<file path="src/verilog/pmu_pkg.sv">
package pmu_pkg;

    // memory geometry
    localparam int MEM_DATA_WIDTH = 32;
    localparam int MEM_ADDR_WIDTH = 8;

    // header occupies two words ahead of the payload
    localparam int HEADER_WORDS = 2;

    typedef logic [MEM_DATA_WIDTH-1:0] word_t;
    typedef logic [MEM_ADDR_WIDTH-1:0] addr_t;
    typedef logic [15:0]               len_t;
    typedef logic [4:0]                bit_idx_t;
    typedef logic [3:0]                cmd_t;

    localparam cmd_t CMD_PROGRAM = 4'b0001;
    localparam cmd_t CMD_PASS    = 4'b1010;

    typedef enum logic [2:0] {
        ST_IDLE,
        ST_HEADER,
        ST_PROGRAM,
        ST_PASS,
        ST_REPLAY,
        ST_DONE
    } pmu_state_t;

endpackage

</file>
<file path="src/verilog/bit_counter.sv">
`timescale 1ns/100ps

module bit_counter #(
    parameter int data_width = pmu_pkg::MEM_DATA_WIDTH
) (
    input  logic          clk,
    input  logic          rst_i,
    input  logic          en_i,
    input  logic          clr_i,
    output logic          word_done_o,
    output pmu_pkg::len_t word_count_o
);
    import pmu_pkg::*;

    bit_idx_t bit_idx_q;
    len_t     word_cnt_q;
    logic     last_bit;

    assign last_bit = (bit_idx_q == bit_idx_t'(data_width - 1));

    always_ff @(posedge clk)
    begin
        if (rst_i || clr_i)
        begin
            bit_idx_q  <= '0;
            word_cnt_q <= '0;
        end
        else if (en_i)
        begin
            if (last_bit)
            begin
                bit_idx_q  <= '0;
                word_cnt_q <= word_cnt_q + 1'b1;
            end
            else
            begin
                bit_idx_q <= bit_idx_q + 1'b1;
            end
        end
    end

    // strobe on the last counted bit of a word
    assign word_done_o  = en_i && last_bit;
    assign word_count_o = word_cnt_q;

    assert property (@(posedge clk) disable iff (rst_i)
        int'(bit_idx_q) < data_width);

endmodule

</file>
<file path="config.mk">
export PLATFORM = sky130hd
export DESIGN_NAME = bit_counter
export DESIGN_NICKNAME = d
export VERILOG_FILES = /design/src/verilog/pmu_pkg.sv /design/src/verilog/bit_counter.sv
export SDC_FILE = /design/constraint.sdc
export NUM_CORES = 1
export LEC_CHECK = 0
export BUFFER_PORTS_ARGS = -buffer_cell sky130_fd_sc_hd__buf_2
export CORE_ASPECT_RATIO = 1.25
export CORE_MARGIN = 3
export CORE_UTILIZATION = 48
export DETAILED_ROUTE_END_ITERATION = 8
export PLACE_DENSITY = 0.71
export REMOVE_ABC_BUFFERS = 1
export SKIP_LAST_GASP = 1
export SLEW_MARGIN = 25
export SYNTH_ARGS = -nofsm -noshare
export SYNTH_HDL_FRONTEND = slang
export SYNTH_SLANG_ARGS = --single-unit
</file>
<file path="constraint.sdc">
create_clock -name clk -period 2.6 [get_ports clk]
set_clock_uncertainty 0.15 [all_clocks]
set_input_delay 0.26 -clock clk [delete_from_list [all_inputs] [get_ports clk]]
set_output_delay 0.26 -clock clk [all_outputs]
set_load 0.02 [all_outputs]
</file>
After elaboration in Yosys (flattened, before gate mapping)

Index checks and enable logic that the tools add are counted.

Reductions and logical operators: 3
$add $sub $neg: 2
Shift-type cells: 0
Multiply operators: 0
Eq/ne operators: 1
Magnitude comparators: 0
Mux-type cells: 1
Bitwise gates (word level): 0
Div/mod/pow operators: 0

Operators with widths:

| kind                                                            | number |
|---|---|
| 16-bit by 1-bit adder with 16-bit output, second input constant | 1 |
| 5-bit by 1-bit adder with 5-bit output, second input constant   | 1 |
| 5-bit equality test, second input constant                      | 1 |
| 5-bit 2-to-1 mux                                                | 1 |
| 2-bit AND reduction                                             | 1 |
| 1-bit logical AND                                               | 1 |
| 1-bit logical OR                                                | 1 |

Memory bits (writable): 0
Memories kept: 0
Register bits after elaboration: 21
Latch bits: 0
Input bits: 4
Memory bits (read-only): 0

Logic depth before layout (Yosys ltp)

Word-level depth: 2
Gate-level depth with buffers: 8

Worst setup path before layout

Ideal clock, no wire load.

Path kind: reg-to-reg
Start point: register bit_idx_q[0]
End point: register word_cnt_q[15], in the netlist word_count_o[15]
Buffers on the path: 1
Slack: 0.359 ns
Data arrival time: 2.021 ns
Data required time: 2.379 ns
Cell stages (with the launch flop): 9
Setup time: 0.071 ns
Period minus slack after synthesis: 2.241 ns
Cells stage by stage: dfxtp_1 -> ha_1 -> and3_1 -> ha_1 -> nand3_1 -> or2_2 -> clkbuf_1 -> or4_1 -> a21oi_1

Cells in the longest elaborated chain, start to end: 2

RTL lines:

| item                          | line              | text |
|---|---|---|
| start, declared               | bit_counter.sv:15 | `bit_idx_t bit_idx_q;` |
| start signal, assigned        | bit_counter.sv:37 | `bit_idx_q <= bit_idx_q + 1'b1;` |
| 5-bit equality test           | bit_counter.sv:19 | `assign last_bit = (bit_idx_q == bit_idx_t'(data_width - 1));` |
| 2-bit AND reduction (no line) | -                 |  |
| end signal, assigned          | bit_counter.sv:33 | `word_cnt_q <= word_cnt_q + 1'b1;` |
| end, declared                 | bit_counter.sv:16 | `len_t word_cnt_q;` |

Every way passes these cells.
A chain may end at the register's enable or synchronous reset.

Final worst setup path

Same ends and word-level chain as after synthesis.

==> flow_metrics.py <==
metrics = {
    "run_status": {
        "outcome": "finished clean",
    },
    "critical_path": {
        "required_ns": 2.69,
        "critPathMaxFanout": 7,
        "critPathLaunchType": "register",
        "reg2reg_setup_slack_ns": 0.23,
        "cp-end-kind": "register",
        "crit_arrival_ns": 2.46,
        "critical_path_class": "register to register",
    },
    "pwr": {
        "p_sw_frac": 0.219,
        "comb_power_share": 0.027,
        "netSwitchingPower_mw": 0.108,
        "ir_worst_vdd_mv": 0.322,
        "clockPowerShare": 0.320,
        "p_per_area_nw_per_um2": 458,
        "p_int_mw": 0.387,
        "leakagePower_nw": 0.426,
        "pwr-share-seq": 0.654,
    },
    "sta": {
        "worst_pin_slew_ns": 0.391,
        "finalCritPeriodShare": 0.912,
        "hold_viol_final": 0,
        "setup_viol_count_final": 0,
        "slew_headroom": 0.739,
        "setup-tns-final_ns": 0,
        "maxSlewViolCount": 0,
        "rsz0062_at_grt": "no",
        "fmax_mhz": 422,
        "period_needed_ns": 2.37,
    },
    "yosys": {
        "synth_top_cell_by_area": "dfxtp_1",
        "ys_ff_latch": 21,
        "netlist_top_cells_area": "dfxtp_1 44%, xor2_1 6.4%, nor2_1 5.9%",
        "synth_cell_type_count": 29,
        "yosysSeqAreaShare": 0.440,
        "synth_area_per_cell_um2": 8.92,
        "synth_top_area_frac": 0.440,
        "async_reset_ff_frac": 0,
        "synth_edf_count": 0,
        "synthCells": 107,
        "synth_flop_cell": "dfxtp_1",
        "synth_area_um2": 955,
        "ys_warn_count": 0,
    },
    "cts": {
        "clkTransAtPathRegs_ns": 0.12,
        "cts_made_buffers": 3,
        "clockRootBuffer": "clkbuf_4",
        "cts.sinks": 21,
        "cts_setup_buffers": 0,
        "htree_levels": 1,
        "cts_hold_buf": 0,
        "clock_path_buffers": 2,
        "cts_tree": "yes",
        "clk_latency_ns": 0.31,
        "cts_resized": 0,
    },
    "final_layout": {
        "drive_above_1_share": 0.238,
        "fin_util": 0.592,
        "antenna_cells": 0,
        "final_cell_mix": "21 x dfxtp_1, 20 x buf_2, 15 x nor2_1",
        "nets": 134,
        "syn_to_final_growth_pct": 13.4,
        "final_common_cell": "dfxtp_1",
    },
    "route": {
        "detail_route.wl_per_cell_um": 12.6,
        "vias": 798,
        "vias_per_cell": 5.50,
        "drt_wl_total_mm": 1.83,
        "firstDrtPassIters": 4,
        "drt-initial-drc-count": 9,
        "ant_nets": 0,
        "drcViolationCount": 0,
    },
    "floorplan": {
        "core-area_um2": 1830,
        "ios": 21,
        "rows": 17,
        "die_w_um": 45.9,
        "dieArea_um2": 2560,
        "die_h_um": 55.9,
        "initial_core_util": 0.522,
    },
    "global_route": {
        "grt_pass1_wl_mm": 3.19,
        "grt_max_degree": 22,
        "grt_overflow": 0,
        "antenna_found_initial": 0,
        "first_global_vias": 732,
        "grt_use_total": 0.168,
    },
    "run": {
        "drv_cap": 0,
    },
    "placed_design": {
        "dp.final_hpwl_mm": 1.32,
        "numPortBuffers": 20,
        "gp_congestion": 0.796,
    },
    "hold_path": {
        "hold_class": "primary input to register",
    },
}
-- metrics by stage --
step,total power [mW],instances,setup WS (ns),instance area (um^2),hold WS (ns)
2_1_floorplan,0.338,102,0.443,932,0.262
3_5_place_dp,0.344,141,0.283,1060,0.322
5_1_grt,0.518,145,0.146,1080,0.173
4_1_cts,0.499,145,0.255,1080,0.167
3_3_place_gp,0.344,141,0.372,1060,0.310
6_report,0.495,145,0.229,1080,0.172
-- cell usage after synthesis (2+ instances only) --
library cell and instances:
nand2_1 8, nor3_1 5, nor4_1 2, o21ai_0 3, dfxtp_1 21, a21oi_1 5
mux2i_1 3, xor2_1 7, nand4_1 4, or3_2 2, nor2_1 15, nand3_1 4
ha_1 3, clkbuf_1 4, xnor2_1 6, or2_2 2
-- registers in the layout (all words and copies together) (netlist names) --
name / flops
bit_idx_q: 5
word_count_o: 16
-- critical path: stages (launching register included) --
cell	delay [ns]
dfxtp_1	0.41
ha_1	0.19
and3_1	0.16
ha_1	0.23
nand3_1	0.16
or2_2	0.39
or4_1	0.48
a21oi_1	0.14
-- area by class of cell --
class | instances | area (um^2)
Clock buffer | 4 | 26.3
Fill cell | 178 | 747
Inverter | 1 | 3.75
Multi-Input combinational cell | 80 | 508
Sequential cell | 21 | 420
Tap cell | 19 | 23.8
Timing Repair Buffer | 20 | 100
-- layer usage --
layer | GRT usage | share of wire | vias to the layer above
li1 | - | - | 408
met3 | 0.0421 | 0.032 | 4
met2 | 0.242 | 0.48 | 15
met4 | 0.0894 | 0.016 | 0
met1 | 0.222 | 0.47 | 371
met5 | 0 | 0 | -
-- logic make-up after synthesis --
kind of cell,after synthesis,share of synthesized area
flip-flops,21,0.440
multiplexers,3,0.0315
adder cells (fa/ha/maj),3,0.0393
buffers and inverters,6,0.0275
XOR/XNOR,13,0.119
AND/OR/NAND/NOR,52,0.292
AO/OA/AOI/OAI,9,0.0498
-- worst paths after layout --
check	startpoint	end	cells after the start
worst max-delay path	bit_idx_q[0]	word_count_o[15]	7
worst min-delay path	en_i	bit_idx_q[1]	3
worst max register to register	bit_idx_q[0]	word_count_o[15]	7
worst min register to register	word_count_o[15]	word_count_o[15]	2
-- power by group through the flow --
stage / logic [mW] / clock network, mW / registers, mW
2_1_floorplan: 0.00705 / 0 / 0.331
3_3_place_gp: 0.0128 / 0 / 0.331
3_5_place_dp: 0.0131 / 0 / 0.331
4_1_cts: 0.0132 / 0.162 / 0.324
5_1_grt: 0.0151 / 0.179 / 0.324
6_report: 0.0133 / 0.158 / 0.324
Note: power is estimated with default switching activity, not from simulation.
