**src/verilog/pmu_pkg.sv**
```systemverilog
package pmu_pkg;

    // memory geometry
    localparam int MEM_DATA_WIDTH = 32;
    localparam int MEM_ADDR_WIDTH = 8;

    // header occupies two words ahead of the payload
    localparam int HEADER_WORDS = 2;

    typedef logic [MEM_DATA_WIDTH-1:0] word_t;
    typedef logic [MEM_ADDR_WIDTH-1:0] addr_t;
    typedef logic [15:0]               len_t;
    typedef logic [4:0]                bit_idx_t;
    typedef logic [3:0]                cmd_t;

    localparam cmd_t CMD_PROGRAM = 4'b0001;
    localparam cmd_t CMD_PASS    = 4'b1010;

    typedef enum logic [2:0] {
        ST_IDLE,
        ST_HEADER,
        ST_PROGRAM,
        ST_PASS,
        ST_REPLAY,
        ST_DONE
    } pmu_state_t;

endpackage

```
**src/verilog/word_piso.sv**
```systemverilog
`timescale 1ns/100ps

module word_piso #(
    parameter int data_width = pmu_pkg::MEM_DATA_WIDTH
) (
    input  logic           clk,
    input  logic           rst_i,
    input  logic           load_i,
    input  pmu_pkg::word_t word_i,
    output logic           bit_o,
    output logic           active_o
);
    import pmu_pkg::*;

    bit_idx_t left_q;
    word_t    sr_q;
    logic     active_q;

    // bits still to come after the current one
    always_ff @(posedge clk)
    begin
        if (rst_i)
        begin
            active_q <= 1'b0;
            left_q   <= '0;
        end
        else if (load_i)
        begin
            active_q <= 1'b1;
            left_q   <= bit_idx_t'(data_width - 1);
        end
        else if (active_q)
        begin
            if (left_q == '0)
                active_q <= 1'b0;
            else
                left_q <= left_q - 1'b1;
        end
    end

    always_ff @(posedge clk)
    begin
        if (load_i)
            sr_q <= word_i;
        else if (active_q)
            sr_q <= {1'b0, sr_q[$bits(word_t)-1:1]};
    end

    assign bit_o    = active_q && sr_q[0];
    assign active_o = active_q;

    // back-to-back words reload on the last bit only
    assert property (@(posedge clk) disable iff (rst_i)
        load_i |-> !active_q || left_q == '0);

endmodule

```
**config.mk**
```make
export PLATFORM = sky130hd
export DESIGN_NAME = word_piso
export DESIGN_NICKNAME = d
export VERILOG_FILES = /design/src/verilog/pmu_pkg.sv /design/src/verilog/word_piso.sv
export SDC_FILE = /design/constraint.sdc
export NUM_CORES = 1
export LEC_CHECK = 0
export BUFFER_PORTS_ARGS = -buffer_cell sky130_fd_sc_hd__buf_2
export CORE_MARGIN = 8
export CORE_UTILIZATION = 45
export DETAILED_ROUTE_END_ITERATION = 10
export PLACE_DENSITY = 0.76
export SLEW_MARGIN = 20
export SYNTH_ARGS = -nofsm -noshare
export SYNTH_HDL_FRONTEND = slang
export SYNTH_SLANG_ARGS = --single-unit
```
**constraint.sdc**
```tcl
create_clock -name clk -period 1.6 [get_ports clk]
set_input_delay 0.16 -clock clk [delete_from_list [all_inputs] [get_ports clk]]
set_output_delay 0.16 -clock clk [all_outputs]
set_load 0.05 [all_outputs]
```
Word-level counts from Yosys, hierarchy flattened
Cells that the tools add are included.
{"block": "totals", "regBits": 38, "in_bits": 35, "out_inout_bits": 2, "elab_cells": 17}
{"block": "classes", "add_sub_neg": 1, "n_eq_ne": 1, "n_mux": 8, "n_reduce_logical": 4}
{"cell": "32-bit two-way mux", "n": 2}
{"cell": "5-bit two-way mux", "n": 3}
{"cell": "5-bit zero test", "n": 1}
{"cell": "5-bit by 1-bit subtractor with 5-bit output, second input constant", "n": 1}
{"cell": "1-bit two-way mux", "n": 3}
{"cell": "2-bit != test, second input constant", "n": 1}
{"cell": "2-bit AND reduction", "n": 1}
{"cell": "2-bit nonzero test", "n": 1}
{"cell": "1-bit logical AND", "n": 1}

Logic depth before layout (Yosys ltp)
Gate-level depths: netlist of the first run.
{"block": "logic_depth", "depth_word": 4, "ltp_mapped": 6, "ltp_nobuf": 5}

Worst setup path after synthesis of the first run
No wires, ideal clock.
{"block": "synth_path", "kind": "register to register", "start": "reg active_q (netlist: active_o)", "end": "reg sr_q[0], enable pin", "setup_time_ns": 0.375, "arrival_time_ns": 1.304, "required_time_ns": 1.225, "setup_slack_ns": -0.079, "path_stages_with_launch": 2, "n_path_buf": 0, "period_less_slack_ns": 1.679, "cell_sequence": "dfxtp_1 -> or2_2"}
{"block": "synth_between", "elab_chain_cells": 1}
{"item": "start: declaration", "line": "word_piso.sv:17", "source": "logic active_q;"}
{"item": "start signal: assignment", "line": "word_piso.sv:24", "source": "active_q <= 1'b0;"}
{"item": "start signal: assignment", "line": "word_piso.sv:29", "source": "active_q <= 1'b1;"}
{"item": "start signal: assignment", "line": "word_piso.sv:35", "source": "active_q <= 1'b0;"}
{"item": "2-bit nonzero test (no source line)"}
{"item": "end signal: assignment", "line": "word_piso.sv:44", "source": "sr_q <= word_i;"}
{"item": "end signal: assignment", "line": "word_piso.sv:46", "source": "sr_q <= {1'b0, sr_q[$bits(word_t)-1:1]};"}
{"item": "end: declaration", "line": "word_piso.sv:16", "source": "word_t sr_q;"}
Every way passes these cells.
A chain may end at the register's enable or synchronous reset.

Final worst setup path of the first run
{"block": "layout_path", "start": "reg left_q[0]", "end": "reg left_q[1]"}
{"block": "layout_between", "elab_chain_cells": 4, "elab_cells_between_ends": 7, "cone_classes": "add/sub: 1; eq/ne: 1; mux: 3; reduce/logical: 2"}
{"item": "start: declaration", "line": "word_piso.sv:15", "source": "bit_idx_t left_q;"}
{"item": "start signal: assignment", "line": "word_piso.sv:30", "source": "left_q <= bit_idx_t'(data_width - 1);"}
{"item": "start signal: assignment", "line": "word_piso.sv:37", "source": "left_q <= left_q - 1'b1;"}
{"item": "5-bit by 1-bit subtractor with 5-bit output", "line": "word_piso.sv:37"}
{"item": "5-bit two-way mux", "line": "word_piso.sv:34", "source": "if (left_q == '0)"}
{"item": "5-bit two-way mux", "line": "word_piso.sv:32", "source": "else if (active_q)"}
{"item": "5-bit two-way mux", "line": "word_piso.sv:27", "source": "else if (load_i)"}
Several ways; a longest one is shown, not always the timed one. The select of a mux whose other input is x is not followed.

==> impl_metrics.ini, run 1 <==
[power_and_ir_drop]
seq_power_share = 0.586
clock_power_share = 0.288
leakagePower_nw = 0.7760
ir_drop_uv = 683.3
fin_total_pwr_mw = 2.104
p_per_area_nw_per_um2 = 1055
p_int_mw = 1.658
switching_share = 0.2121
combPwrFrac = 0.126
power_switching_mw = 0.4462

[logic_synthesis]
yosys_warnings = 0
yosysSeqAreaShare = 0.6646
mappedNetlistNets = 136
avgSynthCellArea_um2 = 16.27
synthArstFlopShare = 0
syn_inst = 100
synth_edf_count = 32
yosysUniqueCellTypes = 25
yosys_most_used_dff = edfxtp_1
netlist_area_um2 = 1627
ys_ff_latch = 38

[layout]
nets = 180
drive_gt1_frac = 0.6042
diodes = 0
synthToLayoutAreaGrowth_pct = 22.62

[setup_path]
cp-end-kind = flop
cp.required_ns = 1.81
worstPathArrival_ns = 1.77
cp_max_fo = 5
start_kind = flop
criticalPathCategory = reg2reg

[sta]
fmax_ghz = 0.6423
relSlewSlack = 0.6928
post-route-min-period_ns = 1.557
worst-slew-pin-transition_ns = 0.4544
post-route-period-util = 0.9730
rsz0062_at_grt = yes
worst_hold_slack_ns = 0.08390
skew_ns = 0.01228
setup_viol = 0
maxSlewViolCount = 0
hold_violations = 0

[floorplan]
start_util = 0.4545
boundaryPins = 37
coreArea_um2 = 3578
fp.dieArea_um2 = 5794
die_y_um = 76.12
fp-row-count = 22
die_x_um = 76.12

[drt]
drtIter0Drc = 52
wl_met3_um = 205
vias_per_cell = 5.104
ant_nets = 0
first_pass_iters = 4
post_drt_wl_per_cell_um = 15.14
wl_um = 2907
vias = 980
drc = 0
drt-met1-wl_um = 1256
wl_met2_um = 1424
routed.top_layer = met4

[run_status]
outcome = complete, no violations

[run]
cap_violations = 0

[clock_network]
holdBufCountCts = 0
path_clk_slew_ns = 0.10
cts_tree = built
clock_path_buffers = 2
clock_latency_ns = 0.33
cts.sinks = 38
cts_buffers = 5
root_buffer = clkbuf_4
cts_htree_levels = 2

[min_path]
hp-class = in2reg

[place]
gp_congestion = 0.7103
io_buffers = 36
dp.final_hpwl_um = 2043

[grt]
grt_start_max_net_pins = 33
antenna_found_initial = 0
grt_util_all_layers = 0.1028
grt_pass1_vias = 1061
grt_pass1_wl_um = 4809
overflow = 0
[flip-flops by register name, summed over array words and instances (netlist names)]
| register | flops |
|---|---|
| sr_q | 32 |
| left_q | 5 |
| active_o | 1 |
[final cells by class]
cell class | instances | area (um2)
fill | 303 | 1584
sequential | 38 | 1082
multi-input combinational | 54 | 544.3
timing repair buffer | 42 | 225.2
tap | 48 | 60.06
clock buffer | 5 | 37.54
clock inverter | 2 | 33.78
inverter | 3 | 11.26
[what timing repair did]
item,CTS,global route
endpoints found under the setup margin,2,2
pin swaps,1,2
buffers inserted,0,2
resized for setup,2,5
[cell usage in the layout, fill, tap and decap left out, types with 2 or more instances in the layout]
cell type  count
and2_1         2
clkbuf_4       5
edfxtp_1      32
dfxtp_1        5
inv_1          3
a21oi_1        3
mux2_2        31
buf_2         36
buf_4          6
[power groups by stage]
stage          clock network, mW  logic, mW  registers (mW)
2_1_floorplan                  0      0.159            1.25
3_3_place_gp                   0      0.233            1.25
3_5_place_dp                   0      0.247            1.25
4_1_cts                    0.621      0.252            1.23
5_1_grt                    0.659      0.290            1.24
6_report                   0.607      0.265            1.23
[cells in the mapped netlist, types with 2 or more instances]
library cell,number,share of area
a21oi_1,4,0.012
and2_1,2,0.0077
buf_2,2,0.0062
clkbuf_1,2,0.0046
inv_1,3,0.0069
edfxtp_1,32,0.59
dfxtp_1,6,0.074
nor3_1,2,0.0062
mux2_2,31,0.21
[worst max-delay path: stages (launching register included)]
cell and delay [ns]:
dfxtp_1 0.32, inv_1 0.07, ha_2 0.17, or4b_4 0.50, buf_4 0.18, nor3_4 0.14, nor4_4 0.06
[path summary, 6_finish.rpt]
kind                            startpoint         to  slack [ns]  cells after the start
worst max-delay path             left_q[0]  left_q[1]        0.04                      6
worst min-delay path                 rst_i  left_q[1]        0.08                      2
worst max register to register   left_q[0]  left_q[1]        0.04                      6
worst min register to register   left_q[4]  left_q[4]        0.52                      2
[metrics by stage]
step / instances / setup TNS [ns] / area [um2] / worst slack [ns] / utilization
after global placement: 183 / 0 / 1877 / 0.03131 / 0.5245
final: 192 / 0 / 1994 / 0.04314 / 0.5573
after global routing: 192 / -0.03030 / 1994 / -0.01615 / 0.5573
after CTS: 190 / 0 / 1954 / 0.01644 / 0.5462
after detailed placement: 183 / -0.04785 / 1877 / -0.04094 / 0.5245
after floorplan: 100 / 0 / 1629 / 0.03462 / -
[layer usage]
layer,vias up,GRT usage
met3,2,0.04835
li1,470,-
met1,471,0.1114
met2,37,0.1662
met4,0,0.04808
met5,-,0
[kinds of logic (layout without fill, tap and decap cells)]
family / count (synthesis) / after routing / synth area share
buffers and inverters: 8 / 52 / 0.02077
AND/OR/NAND/NOR: 13 / 13 / 0.05692
AO/OA/AOI/OAI: 9 / 9 / 0.03539
multiplexers: 31 / 31 / 0.2146
flip-flops: 38 / 38 / 0.6646
adder cells (fa/ha/maj): 1 / 1 / 0.007691
Note: power is estimated with default switching activity, not from simulation.
==> run 2: changes to the inputs <==
Settings changed: ABC_AREA set to 1, PLACE_DENSITY 0.76 to 0.71.
==> impl_metrics.ini, run 2 <==
[layout]
synthToLayoutAreaGrowth_pct = 19.38
largest_reg_flops = 32
stdcell_count = 271
nets = 258
layout_common_cells = nand2_1 (106), buf_2 (36), edfxtp_1 (32)
drive_gt1_frac = 0.2332
layout_commonest_cell = nand2_1
seq_area_um2 = 1081
diodes = 0
multiInputGateArea_um2 = 535.5
fillers = 363
top_register = sr_q

[sta]
post-route-min-period_ns = 1.278
fmax_ghz = 0.7823
setup_viol = 0
hold_violations = 0
skew_ns = 0.002883
maxSlewViolCount = 0
worst-slew-pin-transition_ns = 0.4594
worst_slack_ns = 0.3217
rsz0062_at_grt = no
post-route-period-util = 0.7990
fin_setup_tns_ns = 0
worst_hold_slack_ns = 0.1077
relSlewSlack = 0.6938

[floorplan]
fp.dieArea_um2 = 5995
boundaryPins = 37
start_util = 0.4673
fp-row-count = 22
die_x_um = 77.43
coreArea_um2 = 3633
die_y_um = 77.43

[logic_synthesis]
synthArstFlopShare = 0
synth_area_leaders = edfxtp_1 (57%), nand2_1 (23%), dfxtp_1 (7.1%)
yosysSeqAreaShare = 0.6367
yosys_most_used_dff = edfxtp_1
syn_inst = 183
mappedNetlistNets = 219
yosysUniqueCellTypes = 18
yosys_warnings = 0
synth.top_cell.area_share = 0.5660
synth_edf_count = 32
avgSynthCellArea_um2 = 9.278
ys_ff_latch = 38
synth_commonest_cells = nand2_1 (106), edfxtp_1 (32), nand3_1 (9)
yosysMostFrequentCell = nand2_1
netlist_area_um2 = 1698
yosysTopAreaCell = edfxtp_1

[drt]
first_pass_iters = 4
post_drt_wl_per_cell_um = 11.35
vias_per_cell = 4.631
wl_um = 3077
drtIter0Drc = 65
vias = 1255
drc = 0
ant_nets = 0

[power_and_ir_drop]
switching_share = 0.2261
combPwrFrac = 0.121
leakagePower_nw = 0.9871
clock_power_share = 0.339
power_switching_mw = 0.5186
fin_total_pwr_mw = 2.293
p_per_area_nw_per_um2 = 1131
ir_drop_uv = 634.7
seq_power_share = 0.540
p_int_mw = 1.775

[clock_network]
cts_resized = 0
clock_path_buffers = 2
cts_tree = built
cts_htree_levels = 2
root_buffer = clkbuf_8
holdBufCountCts = 0
cts.sinks = 38
cts_buffers = 5
clock_latency_ns = 0.28
path_clk_slew_ns = 0.07
post_cts_buffers = 0

[grt]
grt_start_max_net_pins = 35
grt_pass1_vias = 1198
overflow = 0
antenna_found_initial = 0
grt_pass1_wl_um = 5140
grt_util_all_layers = 0.1072

[run_status]
outcome = complete, no violations

[setup_path]
start_kind = flop
cpLargestDelayFamily = simple AND/OR/NAND/NOR gates
criticalPathCategory = reg2reg
cpMaxStageDelayCell = or2_4
r2r_slack_ns = 0.32
cp.required_ns = 1.53
max_stage_delay_ns = 0.47
crit_chain = or2_4
cp_max_fo = 34
cp-end-kind = flop
worstPathArrival_ns = 1.21
path_buf_inv = 0

[run]
cap_violations = 0

[place]
dp.final_hpwl_um = 2151
gp_congestion = 0.7288
dpl_worst_slack_ns = 0.3250
dp_cells = 263
io_buffers = 36

[min_path]
hp-class = in2reg
-- run 2: layout make-up --
class,count,area share
timing repair buffer,40,0.1037
inverter,9,0.01667
sequential,38,0.5333
multi-input combinational,128,0.2642
tap,48,0.02963
clock inverter,1,0.01481
clock buffer,7,0.03765
-- run 2: through the flow --
step / util / instance area (um2)
after floorplan: - / 1700
after global placement: 0.5286 / 1921
after detailed placement: 0.5286 / 1921
after CTS: 0.5579 / 2027
after global routing: 0.5579 / 2027
final: 0.5579 / 2027
-- run 2: power groups by stage --
stage	Combinational (mW)	Sequential (mW)	Clock [mW]
CTS	0.282	1.24	0.803
floorplan	0.192	1.26	0
detailed placement	0.281	1.26	0
finish	0.277	1.24	0.778
global placement	0.276	1.25	0
global route	0.322	1.25	0.833
-- run 2: routing by layer --
| layer | part of all wire | track usage |
|---|---|---|
| met1 | 0.45 | 0.1178 |
| met2 | 0.48 | 0.1702 |
| met3 | 0.049 | 0.04954 |
| met4 | 0.014 | 0.05660 |
| met5 | 0 | 0 |
-- run 2: path summary, 6_finish.rpt --
check | start | to | cells after the start
max reg2reg | active_o | sr_q[22] | 1
min | rst_i | left_q[3] | 2
max | active_o | sr_q[22] | 1
min reg2reg | left_q[4] | left_q[4] | 2
-- run 2: cells by family (layout without fill, tap and decap cells) --
family,Yosys count,after routing,synth area share
AOI/OAI and AO/OA,6,6,0.01990
adders and majority gates,1,1,0.007368
buffers and inverters,17,57,0.04937
DFF,38,38,0.6367
and+or+nand+nor,121,121,0.2867
