`src/verilog/pmu_pkg.sv`:
```
package pmu_pkg;

    // memory geometry
    localparam int MEM_DATA_WIDTH = 32;
    localparam int MEM_ADDR_WIDTH = 8;

    // header occupies two words ahead of the payload
    localparam int HEADER_WORDS = 2;

    typedef logic [MEM_DATA_WIDTH-1:0] word_t;
    typedef logic [MEM_ADDR_WIDTH-1:0] addr_t;
    typedef logic [15:0]               len_t;
    typedef logic [4:0]                bit_idx_t;
    typedef logic [3:0]                cmd_t;

    localparam cmd_t CMD_PROGRAM = 4'b0001;
    localparam cmd_t CMD_PASS    = 4'b1010;

    typedef enum logic [2:0] {
        ST_IDLE,
        ST_HEADER,
        ST_PROGRAM,
        ST_PASS,
        ST_REPLAY,
        ST_DONE
    } pmu_state_t;

endpackage

```
`src/verilog/word_sipo.sv`:
```
`timescale 1ns/100ps

module word_sipo #(
    parameter int data_width = pmu_pkg::MEM_DATA_WIDTH
) (
    input  logic           clk,
    input  logic           rst_i,
    input  logic           bit_i,
    input  logic           shift_en_i,
    output pmu_pkg::word_t word_o,
    output logic           word_valid_o
);
    import pmu_pkg::*;

    bit_idx_t cnt_q;
    word_t    sr_q;
    logic     valid_q;

    always_ff @(posedge clk)
    begin
        if (rst_i || !shift_en_i)
        begin
            // any gap in the stream restarts the word
            cnt_q   <= '0;
            valid_q <= 1'b0;
        end
        else
        begin
            valid_q <= (cnt_q == bit_idx_t'(data_width - 1));
            if (cnt_q == bit_idx_t'(data_width - 1))
                cnt_q <= '0;
            else
                cnt_q <= cnt_q + 1'b1;
        end
    end

    // lsb first, so new bits enter at the top
    always_ff @(posedge clk)
    begin
        if (shift_en_i)
            sr_q <= {bit_i, sr_q[$bits(word_t)-1:1]};
    end

    assign word_o       = sr_q;
    assign word_valid_o = valid_q;

endmodule

```
`config.mk`:
```
export PLATFORM = sky130hd
export DESIGN_NAME = word_sipo
export DESIGN_NICKNAME = d
export VERILOG_FILES = /design/src/verilog/pmu_pkg.sv /design/src/verilog/word_sipo.sv
export SDC_FILE = /design/constraint.sdc
export NUM_CORES = 1
export LEC_CHECK = 0
export ABC_AREA = 1
export BUFFER_PORTS_ARGS = -buffer_cell sky130_fd_sc_hd__buf_4
export CAP_MARGIN = 20
export CORE_MARGIN = 3
export CORE_UTILIZATION = 43
export DETAILED_ROUTE_END_ITERATION = 16
export PLACE_DENSITY = 0.72
export SETUP_SLACK_MARGIN = 0.3
export SKIP_LAST_GASP = 1
export SLEW_MARGIN = 15
export SYNTH_ARGS = -nofsm -noshare
export SYNTH_HDL_FRONTEND = slang
export SYNTH_SLANG_ARGS = --single-unit
```
`constraint.sdc`:
```
create_clock -name clk -period 1.1 [get_ports clk]
set_input_delay 0.165 -clock clk [delete_from_list [all_inputs] [get_ports clk]]
set_output_delay 0.165 -clock clk [all_outputs]
set_load 0.005 [all_outputs]
```
**After elaboration in Yosys (flattened, before gate mapping)**

Cells that the tools add are included.

- Reduce and logical (&&, ||, !) cells: 3
- Equality and inequality tests: 1
- Add/subtract/negate cells: 1

Operator list:

| kind | count |
|---|---|
| $add 5x1->5 const B | 1 |
| $eq 5x5->1 const B | 1 |
| $reduce_or 2->1 | 1 |
| $logic_not 1->1 | 1 |
| $logic_or 1x1->1 | 1 |

- Logic and storage cells: 8
- Register bits after elaboration: 38
- Input port bits: 4
- Output and inout bits: 33

**Depth between registers and ports, before layout**

Gate-level depths: netlist (run 1).

- Word-level depth: 3
- Mapped depth: 7
- Depth with buffers taken out: 7

**Worst setup path after synthesis (run 1)**

No wires, ideal clock.

- Path type: register to register
- Start point: register cnt_q[0]
- End point: register cnt_q[2]
- Arrival time: 1045 ps
- Buffers on the path: 0
- Stages on the path, launching flop included: 8
- Data required time: 980 ps
- Setup time: 120 ps
- Period minus slack after synthesis: 1165 ps
- Path slack: -65 ps
- Path through: dfxtp_1 -> ha_1 -> inv_1 -> nor3_1 -> ha_1 -> inv_1 -> nand3_1 -> a21oi_1

- Longest elaborated chain between the ends: 2
- Elaborated cells on any way between the ends: 3
- Classes of those cells: add/sub (1); eq/ne (1); reduce/logical (1)

RTL lines:

| what | line | source |
|---|---|---|
| start: declaration | word_sipo.sv:15 | `bit_idx_t cnt_q;` |
| start signal: assignment | word_sipo.sv:33 | `cnt_q <= cnt_q + 1'b1;` |
| parallel branches: the longest is 2 deep, another holds $add 5x1->5 | -- |  |

Parallel ways; which one is timed is not known.
A chain may end at the register's enable or synchronous reset.

**Worst setup path after layout (run 1)**

- Start point: register cnt_q[0]
- End point: register cnt_q[4]

Same word-level chain as after synthesis.

==> results.toml, run 1 <==
[sta]
setup_viol_count_final = 5
rsz0062_at_grt = "true"
fin_skew_ns = 0.01470
hold_viol = 0
fin_crit_sh_pct = 106.8
whs_ns = 0.1382
max_slew.worst_pin.slew_ns = 0.1444
setup_slack_ns = -0.07438
min_period_ns = 1.174
fmax_mhz = 851.5
slew_headroom_pct = 90.36
maxSlewViolCount = 0

[setup_path]
max_stage_delay_ns = 0.38
cp_max_fo = 4
reg2reg_slack_ns = -0.07
required_ns = 1.33
worstSetupStartpointType = "flop"
cp-end-kind = "flop"
critPathTopFamily = "flip-flops"
cpMaxStageDelayCell = "dfxtp_2"
crit_buf_inv = 2
cp_data_arrival_time_ns = 1.41
path_depth = 7
worst-r2r-cell-count = 7
critPathKind = "flop to flop"
path_cells = "ha_4, inv_4, nor3_4, ha_2, inv_2, nand3_4, nor2_1"

[synth]
synth_top_area_share_pct = 80.25
synth_edf_count = 32
async_reset_ff_share_pct = 0
synth_area_leaders = "edfxtp_1 (80%), dfxtp_1 (10%), inv_1 (2.2%)"
synth_seq_area_share_pct = 90.28
ys_ff_latch = 38
yosysWarnings = 0
synth.top_cells.by_count = "edfxtp_1 (32), inv_1 (7), nor2_1 (7)"
syn-instance-count = 63
post-synth-top-count-cell = "edfxtp_1"
synth_area_leader_cell = "edfxtp_1"
syn_nets = 69
avgSynthCellArea_um2 = 19.01
netlist_area_um2 = 1197
synth.distinct_cells = 9
yosys_most_used_dff = "edfxtp_1"

[grt]
grt_use_total_pct = 15.11
use_met3_pct = 6.798
grt_start_max_net_pins = 21
grtUsageMet1_pct = 19.97
grt_overflow = 0
grt.busiest_layer = "met2"
grt_pass1_wl_um = 3739
grt_util_met2_pct = 22.87
antenna_found_initial = 0
grt_pass1_vias = 746

[route]
routed_wl_um = 2345
drtIter0Drc = 14
viasPerCell = 4.646
dr.pass1.iters = 4
drc = 0
wl_per_cell_um = 14.30
ant_nets = 0
vias = 762

[hold_path]
min_path_type = "primary input to flop"
min_path_cells = 4

[placed_design]
port_buffers = 36
placed_cells = 132
hpwl_um = 1459
dpl_worst_slack_ns = -0.05169
routabilityCongestion = 0.7235

[floorplanning]
start_util_pct = 46.64
die_x_um = 58.77
die_area_um2 = 3454
fp.dieH_um = 58.77
core-area_um2 = 2567
pin_count = 37
rows = 18

[finish]
fin_util_pct = 77.34
area_delta_synth_final_pct = 65.83
multiInputGateArea_um2 = 131.4
drive_above_1_share_pct = 58.96
num_antenna_cells = 0
fillers = 154
fin_nets = 139
seqCellArea_um2 = 1085
fin_cells = 164

[cts]
clock_latency_ns = 0.32
clock-sinks = 38
cts_buffers = 5
clock_tree.buffer_depth = 2
cts_root_buf = "clkbuf_4"
cts_tree = "yes"
clkSlewWorstSetupHoldPaths_ns = 0.11
ctsHtreeMaxLevel = 2

[power]
p_leak_nw = 0.8326
ir_drop_uv = 1459
power.density_nw_per_um2 = 1555
power_mw = 3.087

[run]
maxCapViolCount = 0

[outcome]
status = "finished with violations"
violations = "negative setup slack"
==> worst reg2reg max path: cells and delay by family (launching register included) <==
family	cells	cell delay (ns)
adder cells (fa/ha/maj)	2	0.36
buffers and inverters	2	0.10
flip-flops	1	0.38
AND/OR/NAND/NOR	3	0.25
==> flip-flops by register name (all words and copies together), names as in the netlist <==
signal and count:
cnt_q 5, word_o 32, word_valid_o 1
==> cells in the final DEF (no fill, tap or decap) <==
| master | netlist | final |
|---|---|---|
| buf_4 | 0 | 33 |
| edfxtp_1 | 32 | 32 |
| buf_6 | 0 | 27 |
| nor2_1 | 7 | 6 |
| inv_1 | 7 | 5 |
| nand2_1 | 5 | 5 |
| clkbuf_4 | 0 | 5 |
| dfxtp_2 | 0 | 3 |
| dfxtp_1 | 6 | 3 |
| bufinv_16 | 0 | 2 |
| buf_12 | 0 | 2 |
| nand3_1 | 2 | 1 |
| inv_4 | 0 | 1 |
| inv_2 | 0 | 1 |
| nand3_4 | 0 | 1 |
| a21oi_1 | 1 | 1 |
| nor2_2 | 0 | 1 |
| nor3_4 | 0 | 1 |
| ha_4 | 0 | 1 |
| ha_2 | 0 | 1 |
| clkinv_1 | 0 | 1 |
| dlygate4sd3_1 | 0 | 1 |
==> path summary, 6_finish.rpt <==
| kind | startpoint | to |
|---|---|---|
| max | cnt_q[0]$_SDFF_PP0_ | cnt_q[4]$_SDFF_PP0_ |
| min reg2reg | word_o[26]$_DFFE_PP_ | word_o[25]$_DFFE_PP_ |
| max reg2reg | cnt_q[0]$_SDFF_PP0_ | cnt_q[4]$_SDFF_PP0_ |
| min | rst_i | cnt_q[1]$_SDFF_PP0_ |
==> power breakdown <==
| part | internal, mW | switching (mW) | leakage, nW |
|---|---|---|---|
| clock network | 0.701 | 0.435 | 0.0528 |
| logic | 0.178 | 0.0846 | 0.417 |
| registers | 1.64 | 0.0456 | 0.363 |
| total | 2.52 | 0.565 | 0.833 |
==> cell families (layout without fill, tap and decap cells) <==
kind of cell | Yosys count | count (layout) | synth area share, %
flops | 38 | 38 | 90.28
simple gates | 15 | 15 | 5.016
buf+inv | 7 | 78 | 2.195
fa+ha+maj | 2 | 2 | 2.090
compound gates | 1 | 1 | 0.4176
==> metrics by stage <==
| stage | instance area (µm²) | setup TNS [ns] |
|---|---|---|
| finish | 1986 | -0.2792 |
| CTS | 1843 | -0.2186 |
| global route | 1986 | -1.222 |
| detailed placement | 1580 | -0.1743 |
| floorplan | 1225 | 0 |
| global placement | 1580 | 0 |
==> per-layer routing <==
layer | part of all wire (%) | up-vias
met3 | 8.8 | 0
met2 | 48 | 36
met4 | 0 | 0
li1 | - | 363
met1 | 43 | 363
met5 | 0 | -
==> what timing repair did <==
| action | 4_1_cts | 5_1_grt |
|---|---|---|
| endpoints found under the setup margin | 39 | 45 |
| pin swaps | 5 | 2 |
| hold buffers | 1 | 0 |
| gates resized for setup | 8 | 24 |
| endpoints found under the hold margin | 1 | 0 |
| cloned | 0 | 0 |
| buffers inserted | 16 | 7 |
==> area by class of cell <==
cell class              instances  share of cell area (%)
clock inverters                 3                   3.214
clock buffers                   5                   1.890
multi-input cells              18                   6.616
flip-flops and latches         38                   54.63
well taps                      30                   1.890
inverters                       7                   1.449
repair buffers                 63                   30.31
No activity file was read; power rests on OpenSTA's default activity.
==> inputs of run 2 (changes only) <==
TNS_END_PERCENT = 10   (was unset)
==> results.toml, run 2 (synthesis results as in run 1) <==
[finish]
num_antenna_cells = 0
fin_cells = 140
layout_commonest_cell = "buf_4"
area_delta_synth_final_pct = 36.26
seqCellArea_um2 = 1084
largest_reg_flops = 32
fillers = 197
drive_above_1_share_pct = 48.18
mostFrequentLayoutCells = "buf_4 (37), edfxtp_1 (32), nor2_1 (7)"
multiInputGateArea_um2 = 126.4
fin_nets = 115
fin_util_pct = 63.55

[sta]
setup_slack_ns = -0.04061
max_slew.worst_pin.slew_ns = 0.2305
fin_crit_sh_pct = 103.7
maxSlewViolCount = 0
slew_headroom_pct = 84.63
whs_ns = 0.1244
hold_viol = 0
fin_skew_ns = 0.008653
setup_viol_count_final = 4
min_period_ns = 1.141
fmax_mhz = 876.7
rsz0062_at_grt = "true"

[floorplanning]
pin_count = 37
die_area_um2 = 3454
die_x_um = 58.77
fp.dieH_um = 58.77
start_util_pct = 46.64
core-area_um2 = 2567
rows = 18

[route]
drc = 0
routed_wl_um = 1975
drtIter0Drc = 22
dr.pass1.iters = 4
vias = 657
viasPerCell = 4.693
ant_nets = 0
wl_per_cell_um = 14.11

[cts]
clkSlewWorstSetupHoldPaths_ns = 0.11
cts_tree = "yes"
ctsHtreeMaxLevel = 2
clock_tree.buffer_depth = 2
cts_buffers = 5
cts_root_buf = "clkbuf_4"
clock_latency_ns = 0.33
clock-sinks = 38
post-cts-setup-buffers = 0

[setup_path]
cp_max_fo = 4
path_cells = "ha_4, inv_2, nor3_2, ha_2, inv_2, nand3_4, nor2_1"
critPathMostFrequentCell = "inv_2"
cpMaxStageDelayCell = "dfxtp_2"
cp_data_arrival_time_ns = 1.38
worstSetupStartpointType = "flop"
critPathKind = "flop to flop"
max_stage_delay_ns = 0.37
required_ns = 1.34
cp-end-kind = "flop"

[grt]
antenna_found_initial = 0
grt_pass1_vias = 628
grt_overflow = 0
grt_start_max_net_pins = 20
grt_pass1_wl_um = 3180
grt_use_total_pct = 13.50

[placed_design]
placed_cells = 131
port_buffers = 36
hpwl_um = 1392
routabilityCongestion = 0.7778

[run]
maxCapViolCount = 0

[power]
ir_drop_uv = 1257
power.density_nw_per_um2 = 1533
p_leak_nw = 0.6416

[outcome]
status = "finished with violations"
violations = "negative setup slack"

[hold_path]
min_path_type = "primary input to flop"
[run 2: changes by cell type in the layout (fill, tap and decap cells not counted), sizes merged]
cell / before / now
clkinv: 1 / 2
clkbuf: 5 / 6
bufinv: 2 / 0
buf: 62 / 38
[run 2: worst paths after layout]
kind / start / end / slack, ns / depth (start not counted)
worst max-delay path: cnt_q[0]$_SDFF_PP0_ / cnt_q[0]$_SDFF_PP0_ / -0.04 / 7
worst min-delay path: rst_i / cnt_q[2]$_SDFF_PP0_ / 0.12 / 4
worst max register to register: cnt_q[0]$_SDFF_PP0_ / cnt_q[0]$_SDFF_PP0_ / -0.04 / 7
worst min register to register: word_o[23]$_DFFE_PP_ / word_o[22]$_DFFE_PP_ / 0.46 / 0
[run 2: worst max-delay path, delay by kind of cell, from the launching register on]
| family | cells | cell delay [ns] |
|---|---|---|
| adder cells (fa/ha/maj) | 2 | 0.34 |
| buffers and inverters | 2 | 0.09 |
| flip-flops | 1 | 0.37 |
| AND/OR/NAND/NOR | 3 | 0.24 |
[run 2: layer usage]
| layer | part of all wire, % | GRT usage, % |
|---|---|---|
| met1 | 44 | 17.53 |
| met2 | 44 | 18.77 |
| met3 | 11 | 7.237 |
| met4 | 1.3 | 5.825 |
| met5 | 0 | 0 |
[run 2: power by group]
| part | switching [mW] | internal [mW] |
|---|---|---|
| Combinational | 0.0664 | 0.0966 |
| Sequential | 0.0385 | 1.64 |
| Clock | 0.417 | 0.240 |
[run 2: final cells by class]
class	count	area share [%]
Sequential cell	38	66.41
Timing Repair Buffer	39	18.87
Clock buffer	6	2.531
Multi-Input combinational cell	18	7.745
Inverter	7	1.610
Clock inverter	2	0.5368
Tap cell	30	2.301
[run 2: through the flow]
stage	area, µm²	setup WS [ns]	power (mW)	TNS (ns)
final	1632	-0.04061	2.501	-0.1325
after global routing	1632	-0.1324	2.614	-0.9166
after CTS	1622	-0.05499	2.530	-0.1885
after detailed placement	1549	-0.07598	1.872	-0.2917
after global placement	1549	-0.02093	1.865	-0.06663
after floorplan	1214	0.006907	1.722	0
[run 2: repair_timing]
action / 4_1_cts / 5_1_grt
hold buffers: 0 / 1
setup endpoints to repair: 39 / 39
pin swaps: 1 / 1
cloned: 0 / 0
hold endpoints to repair: 0 / 1
resized for setup: 5 / 0
==> inputs of run 3 (changes only) <==
ABC_AREA = unset   (was 1)
CORE_UTILIZATION = 44   (was 43)
PLACE_DENSITY = 0.73   (was 0.72)
==> results.toml, run 3 <==
[finish]
mostFrequentLayoutCells = "buf_4 (41), edfxtp_1 (32), clkbuf_4 (5)"
layout_commonest_cell = "buf_4"
area_delta_synth_final_pct = 38.40
drive_above_1_share_pct = 56.86
num_antenna_cells = 0
fin_util_pct = 65.39
fin_nets = 108
largest_reg_flops = 32

[synth]
async_reset_ff_share_pct = 0
synth_area_leaders = "edfxtp_1 (80%), dfxtp_1 (10%), ha_1 (2.1%)"
synth_area_leader_cell = "edfxtp_1"
synth_seq_area_share_pct = 89.91
synth.top_cells.by_count = "edfxtp_1 (32), dfxtp_1 (6), and2_1 (2), ha_1 (2), nor2_1 (2)"
yosysWarnings = 0
yosys_most_used_dff = "edfxtp_1"
ys_ff_latch = 38
avgSynthCellArea_um2 = 22.69
netlist_area_um2 = 1202
synth_top_area_share_pct = 79.92
syn-instance-count = 53
synth.distinct_cells = 14
syn_nets = 59
synth_edf_count = 32
post-synth-top-count-cell = "edfxtp_1"

[grt]
grt_pass1_vias = 707
grt_pass1_wl_um = 3367
grt_overflow = 0
grt_start_max_net_pins = 22
grt_use_total_pct = 13.81
antenna_found_initial = 0

[cts]
cts_buffers = 5
ctsHtreeMaxLevel = 2
post-cts-setup-buffers = 0
clock_latency_ns = 0.32
clock-sinks = 38
clkSlewWorstSetupHoldPaths_ns = 0.10
cts_tree = "yes"
clock_tree.buffer_depth = 2
cts_root_buf = "clkbuf_4"

[setup_path]
cp_max_fo = 4
cp_data_arrival_time_ns = 1.62
cp-end-kind = "flop"
required_ns = 1.37
worstSetupStartpointType = "flop"
critPathKind = "flop to flop"

[power]
ir_drop_uv = 1108
swShare_pct = 20.05
pwr-share-clk_pct = 25.6
p_seq_share_pct = 67.6
combPwrFrac_pct = 6.8
power.density_nw_per_um2 = 1492
power_switching_mw = 0.4976
internal_power_mw = 1.985
p_leak_nw = 0.6502

[sta]
fin_tns_setup_ns = -1.306
setup_slack_ns = -0.2473
max_slew.worst_pin.slew_ns = 0.2624
setup_viol_count_final = 6
whs_ns = 0.1564
fmax_mhz = 742.2
fin_skew_ns = 0.004049
rsz0062_at_grt = "true"
maxSlewViolCount = 0
min_period_ns = 1.347
fin_crit_sh_pct = 122.5
hold_viol = 0
slew_headroom_pct = 82.51

[route]
viasPerCell = 5.030
ant_nets = 0
drtIter0Drc = 19
vias = 664
routed_wl_um = 2073
dr.pass1.iters = 3
drc = 0
wl_per_cell_um = 15.70

[outcome]
violations = "negative setup slack"
status = "finished with violations"

[placed_design]
hpwl_um = 1455
port_buffers = 36
routabilityCongestion = 0.7337

[floorplanning]
rows = 18
core-area_um2 = 2545
start_util_pct = 47.25
die_x_um = 58.28
fp.dieH_um = 58.28
die_area_um2 = 3396
pin_count = 37

[hold_path]
min_path_type = "primary input to flop"

[run]
maxCapViolCount = 0
## run 3: cell count changes in the layout (fill, tap and decap cells not counted), moves of 2 or more
| cell | change |
|---|---|
| and2_1 | +2 |
| buf_4 | +4 |
| inv_1 | -5 |
| inv_2 | -2 |
| nand2_1 | -5 |
| nor2_1 | -6 |
## run 3: layout make-up
| class | count | area, µm² |
|---|---|---|
| repair buffers | 42 | 317.8 |
| multi-input cells | 15 | 180.2 |
| flip-flops and latches | 38 | 1084 |
| clock buffers | 7 | 45.04 |
| well taps | 30 | 37.54 |
| fillers | 186 | 880.8 |
## run 3: worst max-delay path: stages (launching register included)
cell,delay (ns)
dfxtp_2,0.35
ha_4,0.15
and3_4,0.15
ha_4,0.17
or3b_4,0.38
nor2_1,0.09
## run 3: cell families after synthesis
family	after synthesis	share of synthesized area, %
DFF	38	89.91
xor gates and xnor gates	1	0.7285
adders and majority gates	2	2.081
muxes	1	0.9365
and+or+nand+nor	11	6.348
## run 3: metrics by stage
step	setup WS, ns	std cells	power (mW)	area, µm²
after detailed placement	-0.2626	124	1.874	1580
after global routing	-0.2840	132	2.630	1664
after CTS	-0.2425	132	2.500	1649
after floorplan	-0.2110	53	1.723	1235
final	-0.2473	132	2.482	1664
after global placement	-0.2211	124	1.866	1580
## run 3: worst paths after layout
check	startpoint	end	slack (ns)	cells past startpoint
max	cnt_q[1]$_SDFF_PP0_	cnt_q[2]$_SDFF_PP0_	-0.25	5
min	rst_i	cnt_q[0]$_SDFF_PP0_	0.16	3
max reg2reg	cnt_q[1]$_SDFF_PP0_	cnt_q[2]$_SDFF_PP0_	-0.25	5
min reg2reg	word_o[27]$_DFFE_PP_	word_o[26]$_DFFE_PP_	0.46	0
## run 3: metal layers
metal | vias up | GRT usage (%) | wire length (µm)
li1 | 302 | - | -
met1 | 328 | 16.67 | 859
met2 | 31 | 21.37 | 989
met3 | 3 | 7.572 | 207
met4 | 0 | 3.974 | 17
met5 | - | 0 | 0
## run 3: what timing repair did
| item | CTS | global route |
|---|---|---|
| cloned | 0 | 0 |
| setup endpoints to repair | 39 | 39 |
| hold buffers | 1 | 0 |
| endpoints found under the hold margin | 1 | 0 |
| gates resized for setup | 3 | 3 |
| pin swaps | 3 | 0 |
## run 3: power by group through the flow
stage / Combinational, mW / Sequential [mW] / Clock [mW]
finish: 0.169 / 1.68 / 0.634
global route: 0.184 / 1.69 / 0.756
CTS: 0.168 / 1.68 / 0.650
detailed placement: 0.161 / 1.71 / 0
global placement: 0.157 / 1.71 / 0
floorplan: 0.0101 / 1.71 / 0
